$ cat src/br_settings.svh
`ifndef BR_SETTINGS_SVH
`define BR_SETTINGS_SVH

// predictor geometry
// index comes from pc just above the word offset, tag right above the index
`define BTB_IDX_BITS 6
`define BTB_TAG_BITS 8
`define BTB_ENTRIES  (1 << `BTB_IDX_BITS)

// uop condition field
`define UOP_COND_BITS 4

`endif

$ cat src/core_uop_pkg.sv
`default_nettype none

`include "br_settings.svh"

package core_uop_pkg;

    // branch condition codes as issued by the decoder
    typedef enum logic [`UOP_COND_BITS-1:0] {
        BR_OTHER = 'd0,  // not a control-flow op
        BR_JIRL  = 'd3,
        BR_B     = 'd4,
        BR_BL    = 'd5,
        BR_BEQ   = 'd6,
        BR_BNE   = 'd7,
        BR_BLT   = 'd8,
        BR_BGE   = 'd9,
        BR_BLTU  = 'd10,
        BR_BGEU  = 'd11
    } br_cond_t;

    typedef struct packed {
        logic        is_branch;
        br_cond_t    cond;
        logic [31:0] pc;
        logic [29:0] imm;   // word offset
        logic [31:0] src1;  // forwarded rj
        logic [31:0] src2;  // forwarded rd
    } ex_uop_t;

endpackage

`default_nettype wire

$ cat src/bpu_pkg.sv
`default_nettype none

package bpu_pkg;

    import core_uop_pkg::*;

    // what fetch believed about one pc
    typedef struct packed {
        logic        taken;
        logic [31:0] target;
    } pred_t;

    // execute stage payload
    typedef struct packed {
        ex_uop_t uop;
        pred_t   pred;
    } ex_entry_t;

    // outcome of one resolved op, also the predictor training record
    typedef struct packed {
        logic        dir_fail;     // direction was wrong
        logic        addr_fail;    // fetch went to the wrong place
        logic        is_branch;
        logic        fact_taken;
        logic [31:0] fact_pc;
        logic [31:0] fact_tpc;     // computed target
        logic [31:0] redirect_pc;  // where fetch has to restart
    } resolve_t;

endpackage

`default_nettype wire

$ cat src/stage_reg.sv
`timescale 1ns/1ns
`default_nettype none

module stage_reg #(
    parameter type T = logic
) (
    input  wire  clk,
    input  wire  rst_n,
    input  wire  flush,
    input  wire  in_valid,
    input  wire  T in_data,
    output logic out_valid,
    output T     out_data
);

    logic valid_q;

    always_ff @(posedge clk or negedge rst_n) begin
        if (!rst_n) begin
            valid_q <= 1'b0;
        end else begin
            valid_q <= in_valid;
        end
    end

    always_ff @(posedge clk) begin
        out_data <= in_data;
    end

    // a flush kills the held entry before the next stage samples it
    assign out_valid = valid_q & ~flush;

    a_valid_known: assert property (
        @(posedge clk) disable iff (!rst_n)
        !$isunknown(out_valid)
    ) else $error("stage_reg: out_valid is unknown");

endmodule

`default_nettype wire

$ cat src/ex_branch.sv
`timescale 1ns/1ns
`default_nettype none

module ex_branch (
    input  wire bpu_pkg::ex_entry_t entry,
    output bpu_pkg::resolve_t       resolved
);

    import core_uop_pkg::*;
    import bpu_pkg::*;

    ex_uop_t     uop;
    pred_t       pred;
    logic        src_eq;
    logic        src_lt_u;
    logic        src_lt_s;
    logic        cond_met;
    logic        taken;
    logic [31:0] offset;
    logic [31:0] target;
    logic [31:0] pc_seq;

    assign uop  = entry.uop;
    assign pred = entry.pred;

    assign src_eq   = (uop.src1 == uop.src2);
    assign src_lt_u = (uop.src1 < uop.src2);
    assign src_lt_s = (uop.src1[31] != uop.src2[31]) ? uop.src1[31] : src_lt_u;

    always_comb begin
        case (uop.cond)
            BR_JIRL, BR_B, BR_BL: cond_met = 1'b1;
            BR_BEQ:               cond_met = src_eq;
            BR_BNE:               cond_met = ~src_eq;
            BR_BLT:               cond_met = src_lt_s;
            BR_BGE:               cond_met = ~src_lt_s;
            BR_BLTU:              cond_met = src_lt_u;
            BR_BGEU:              cond_met = ~src_lt_u;
            default:              cond_met = 1'b0;
        endcase
    end

    assign taken  = uop.is_branch & cond_met;
    assign offset = {uop.imm, 2'b00};
    // jirl is register relative, everything else pc relative
    assign target = (uop.cond == BR_JIRL) ? uop.src1 + offset : uop.pc + offset;
    assign pc_seq = uop.pc + 32'd4;

    always_comb begin
        resolved.dir_fail    = taken ^ pred.taken;
        resolved.addr_fail   = (taken ^ pred.taken) |
                               (taken & pred.taken & (pred.target != target));
        resolved.is_branch   = uop.is_branch;
        resolved.fact_taken  = taken;
        resolved.fact_pc     = uop.pc;
        resolved.fact_tpc    = target;
        resolved.redirect_pc = taken ? target : pc_seq;
    end

endmodule

`default_nettype wire

$ cat src/branch_predictor.sv
`timescale 1ns/1ns
`default_nettype none

`include "br_settings.svh"

module branch_predictor (
    input  wire                     clk,
    input  wire                     rst_n,
    input  wire [31:0]              fetch_pc,
    output bpu_pkg::pred_t          fetch_pred,
    input  wire                     upd_valid,
    input  wire bpu_pkg::resolve_t  upd
);

    import bpu_pkg::*;

    localparam int IDX_LO = 2;
    localparam int IDX_HI = IDX_LO + `BTB_IDX_BITS - 1;
    localparam int TAG_LO = IDX_HI + 1;
    localparam int TAG_HI = TAG_LO + `BTB_TAG_BITS - 1;

    logic [`BTB_ENTRIES-1:0]  btb_valid;
    logic [`BTB_TAG_BITS-1:0] btb_tag    [`BTB_ENTRIES];
    logic [31:0]              btb_target [`BTB_ENTRIES];
    logic [1:0]               cnt        [`BTB_ENTRIES];

    logic [`BTB_IDX_BITS-1:0] f_idx;
    logic [`BTB_TAG_BITS-1:0] f_tag;
    logic                     f_hit;
    logic [`BTB_IDX_BITS-1:0] u_idx;
    logic [`BTB_TAG_BITS-1:0] u_tag;
    logic                     train;

    // lookup
    assign f_idx = fetch_pc[IDX_HI:IDX_LO];
    assign f_tag = fetch_pc[TAG_HI:TAG_LO];
    assign f_hit = btb_valid[f_idx] && (btb_tag[f_idx] == f_tag);

    always_comb begin
        fetch_pred.taken  = f_hit & cnt[f_idx][1];  // weakly taken or above
        fetch_pred.target = fetch_pred.taken ? btb_target[f_idx] : fetch_pc + 32'd4;
    end

    // update
    assign u_idx = upd.fact_pc[IDX_HI:IDX_LO];
    assign u_tag = upd.fact_pc[TAG_HI:TAG_LO];
    assign train = upd_valid & upd.is_branch;

    always_ff @(posedge clk or negedge rst_n) begin
        if (!rst_n) begin
            btb_valid <= '0;
            for (int i = 0; i < `BTB_ENTRIES; i++) begin
                cnt[i] <= 2'b01;  // weakly not taken
            end
        end else if (train) begin
            if (upd.fact_taken) begin
                btb_valid[u_idx] <= 1'b1;
                if (cnt[u_idx] != 2'b11) begin
                    cnt[u_idx] <= cnt[u_idx] + 2'd1;
                end
            end else if (cnt[u_idx] != 2'b00) begin
                cnt[u_idx] <= cnt[u_idx] - 2'd1;
            end
        end
    end

    always_ff @(posedge clk) begin
        if (train && upd.fact_taken) begin
            btb_tag[u_idx]    <= u_tag;
            btb_target[u_idx] <= upd.fact_tpc;
        end
    end

    // the resolve side must never claim a taken non-branch
    a_upd_taken_branch: assert property (
        @(posedge clk) disable iff (!rst_n)
        upd_valid |-> !(upd.fact_taken && !upd.is_branch)
    ) else $error("branch_predictor: taken update without is_branch");

endmodule

`default_nettype wire

$ cat src/branch_unit_top.sv
`timescale 1ns/1ns
`default_nettype none

module branch_unit_top (
    input  wire                     clk,
    input  wire                     rst_n,
    input  wire [31:0]              fetch_pc,
    output bpu_pkg::pred_t          fetch_pred,
    input  wire                     ex_valid,
    input  wire bpu_pkg::ex_entry_t ex_in,
    output logic                    res_valid,
    output bpu_pkg::resolve_t       res,
    output logic                    redirect
);

    import bpu_pkg::*;

    logic      ex_q_valid;
    ex_entry_t ex_q;
    resolve_t  res_d;

    stage_reg #(.T(ex_entry_t)) u_ex_stage (
        .clk       (clk),
        .rst_n     (rst_n),
        .flush     (redirect),  // younger op behind a mispredict
        .in_valid  (ex_valid),
        .in_data   (ex_in),
        .out_valid (ex_q_valid),
        .out_data  (ex_q)
    );

    ex_branch u_ex_branch (
        .entry    (ex_q),
        .resolved (res_d)
    );

    stage_reg #(.T(resolve_t)) u_res_stage (
        .clk       (clk),
        .rst_n     (rst_n),
        .flush     (1'b0),
        .in_valid  (ex_q_valid),
        .in_data   (res_d),
        .out_valid (res_valid),
        .out_data  (res)
    );

    assign redirect = res_valid & (res.dir_fail | res.addr_fail);

    branch_predictor u_bpu (
        .clk        (clk),
        .rst_n      (rst_n),
        .fetch_pc   (fetch_pc),
        .fetch_pred (fetch_pred),
        .upd_valid  (res_valid),
        .upd        (res)
    );

endmodule

`default_nettype wire

$ cat config.mk
export PLATFORM = sky130hd
export DESIGN_NAME = branch_unit_top
export DESIGN_NICKNAME = d
export VERILOG_FILES = /design/src/core_uop_pkg.sv /design/src/bpu_pkg.sv /design/src/stage_reg.sv /design/src/ex_branch.sv /design/src/branch_predictor.sv /design/src/branch_unit_top.sv
export VERILOG_INCLUDE_DIRS = /design/src
export SDC_FILE = /design/constraint.sdc
export NUM_CORES = 2
export LEC_CHECK = 0
export BUFFER_PORTS_ARGS = -buffer_cell sky130_fd_sc_hd__buf_2
export CORE_UTILIZATION = 25
export DETAILED_ROUTE_END_ITERATION = 10
export PLACE_DENSITY = 0.35
export SETUP_SLACK_MARGIN = 0.2
export SLEW_MARGIN = 20
export SYNTH_ARGS = -nofsm -noshare
export SYNTH_HDL_FRONTEND = slang
export SYNTH_SLANG_ARGS = --single-unit
$ cat constraint.sdc
create_clock -name clk -period 7.4 [get_ports clk]
set_clock_uncertainty 0.1 [all_clocks]
set_input_delay 0.74 -clock clk [delete_from_list [all_inputs] [get_ports clk]]
set_output_delay 0.74 -clock clk [all_outputs]
set_load 0.01 [all_outputs]
==> metrics.yaml <==
run_status:
  status: "completed"
clock_tree:
  clock_path_buffers: 4
  cts_resized: 0
  clk_latency_ps: 950
  numCtsBuffers: 357
  path_clk_slew_ps: 60
  root_buffer: "clkbuf_16"
  numClockSinks: 3018
  cts_max_level: 5
  post_cts_buffers: 0
  cts_tree: "built"
finish:
  final-seq-area_mm2: 0.0871
  layout_common_cells: "edfxtp_1 (2560), mux4_2 (805), clkbuf_16 (366)"
  multi_input_area_mm2: 0.0290
  final_common_cell: "edfxtp_1"
  design_area_mm2: 0.141
  fillCellCount: 45300
  nNetsFinal: 6708
  syn_to_final_growth_pct: 20.9
  drive_gt1_frac: 0.348
power_and_ir_drop:
  netSwitchingPower_uw: 9720
  seqPwrFrac: 0.488
  internal-power_uw: 30400
  total_power_uw: 40100
  clkPwrFrac: 0.435
  ir_drop_mv: 0.203
  power_density_mw_per_mm2: 284
  combPwrFrac: 0.077
  power.leakage_uw: 0.0464
  sw_frac_of_total: 0.242
place:
  dp_hpwl_um: 264000
  dpl-instance-area_mm2: 0.128
  place_congestion: 0.776
  port_buffers: 333
  dp_slack_ps: 1130
floorplan:
  coreArea_mm2: 0.465
  die_w_um: 686
  die_y_um: 686
  rows: 250
  start_util: 0.252
  die-area_mm2: 0.471
  io_pins: 334
timing:
  final-hold-violation-count: 0
  slew-limit-headroom: 0.177
  fmax_ghz: 0.161
  rsz0062_at_grt: "false"
  setup_tns_ps: 0
  finalCritPeriodShare: 0.837
  setup_viol: 0
  post-route-min-period_ps: 6190
  tightest_slew_ps: 1220
  setup_ws_ps: 1210
  drv_slew: 0
grt:
  grt_pass1_wl_um: 594000
  grt_use_total: 0.185
  grt_pass1_vias: 64100
  grt_max_degree: 106
  antenna_found_initial: 59
  grt_overflow: 0
synthesis:
  synth_nets: 5864
  synth.distinct_cells: 81
  ys_ff_latch: 3018
  ys_seq_area_frac: 0.745
  synth_area_mm2: 0.117
  synth-xor-area-share: 0.0102
  async_flop_share: 0.0643
  synth_top_cell_area_share: 0.657
  avgSynthCellArea_um2: 20.9
  ys_warn_count: 0
  synth_top_area_cell: "edfxtp_1"
  yosys.area_share.simple: 0.0260
  synth_flop_cell: "edfxtp_1"
  ys_top_cells_by_area: "edfxtp_1 (66%), mux4_2 (15%), dfxtp_1 (4.5%)"
  synth-compound-area-share: 0.0213
  syn_inst: 5597
  synth_top_family_by_area: "multiplexers"
  synth_mux_area_frac: 0.178
  synth-edff-count: 2560
  synthAdderAreaFrac: 0.00734
detailed_routing:
  drt_iter0_markers: 5667
  firstDrtPassIters: 5
  postRouteAntennaNets: 0
  routed_wl_um: 443000
  via_per_inst: 4.72
  wire_per_inst_um: 34.3
  post-route-drc-count: 0
  vias: 61000
critical_path:
  ff2ff_setup_slack_ps: 1580
  crit_fanout: 63
  cp-start-kind: "primary input"
  critical_path_class: "in2out"
  timing.rr.start: "u_ex_stage.out_data[160]"
  worstPathArrival_ps: 5350
  required_ps: 6560
  worstSetupEndpointType: "output port"
  crit_end: "fetch_pred[22]"
  critPathLaunch: "fetch_pc[2]"
  r2r_end: "u_res_stage.out_data[98]"
  rr_worst_depth: 14
min_path:
  hold_path_class: "in2async"
flow_run:
  maxCapViolCount: 0
[critical path, stage by stage]
cell,delay (ps)
buf_8,520
buf_4,380
mux4_2,570
and3_1,190
a31oi_1,260
o41ai_1,180
or4_1,440
xnor2_1,220
o211ai_1,130
or4_4,750
buf_12,300
mux2_4,330
buf_2,140
[routing by layer]
metal,vias up,global-route usage,part of all wire
met2,1743,0.307,0.48
li1,24800,-,-
met4,8,0.0379,0.021
met1,33900,0.260,0.46
met3,472,0.0244,0.043
met5,-,0,0.00010
[power groups by stage]
stage          Clock [uW]  Combinational (uW)  Sequential [uW]
3_3_place_gp            0                3070            19900
6_report            17400                3110            19600
3_5_place_dp            0                3120            19900
5_1_grt             18500                3350            19600
4_1_cts             17900                3190            19600
2_1_floorplan           0                1170            20200
[area by class of cell]
type	instances	area share
sequential	3018	0.616
multi-input combinational	2249	0.205
clock buffer	449	0.0675
tap	6174	0.0546
timing repair buffer	765	0.0416
clock inverter	197	0.0132
inverter	50	0.00140
antenna	19	0.000336
[Yosys cell counts (20+ instances only)]
| cell type | n |
|---|---|
| edfxtp_1 | 2560 |
| mux4_2 | 805 |
| dfxtp_1 | 264 |
| nor2_1 | 183 |
| mux2_2 | 167 |
| nand2_1 | 163 |
| clkbuf_1 | 150 |
| dfrtp_1 | 130 |
| xnor2_1 | 87 |
| o21ai_0 | 81 |
| buf_2 | 69 |
| or2_2 | 69 |
| ha_1 | 67 |
| nand3_1 | 67 |
| dfstp_2 | 64 |
| a21oi_1 | 51 |
| inv_1 | 48 |
| xor2_1 | 46 |
| a22oi_1 | 43 |
| buf_1 | 41 |
| mux2i_1 | 40 |
| nor2b_1 | 28 |
| mux2_4 | 27 |
| nor3_1 | 25 |
| a21o_1 | 22 |
| and3_1 | 20 |
| nand4_1 | 20 |
[sequential cells by signal, indices dropped and copies added, names as in the netlist, named ones only]
signal                cells
u_bpu.btb_tag           512
u_bpu.btb_valid          64
u_bpu.cnt                64
u_bpu.btb_target       2048
u_ex_stage.valid_q        1
u_res_stage.valid_q       1
u_ex_stage.out_data     164
u_res_stage.out_data    100
[per-stage QoR]
stage / hold WS, ps / instances / utilization
floorplan: 237 / 5597 / -
global placement: 295 / 12100 / 0.276
detailed placement: 284 / 12100 / 0.276
CTS: 207 / 12900 / 0.304
global route: 247 / 12900 / 0.304
finish: 239 / 12900 / 0.304
[cells by family after synthesis]
family,count (synthesis)
mux,1042
xor+xnor,134
simple gates,636
buf+inv,330
compound gates,369
fa+ha+maj,68
flops,3018
[how the worst min path moves through the flow]
stage                                  start                  endpoint
finish                                 rst_n        u_ex_stage.valid_q
global route                           rst_n        u_ex_stage.valid_q
CTS                                    rst_n        u_ex_stage.valid_q
detailed placement  u_ex_stage.out_data[163]  u_res_stage.out_data[97]
global placement    u_ex_stage.out_data[133]  u_res_stage.out_data[70]
floorplan           u_ex_stage.out_data[163]  u_res_stage.out_data[97]
[what timing repair did]
item,in CTS,in global routing
setup endpoints to repair,0,0
hold buffers,166,0
endpoints found under the hold margin,197,0
Note: power is estimated with default switching activity, not from simulation.
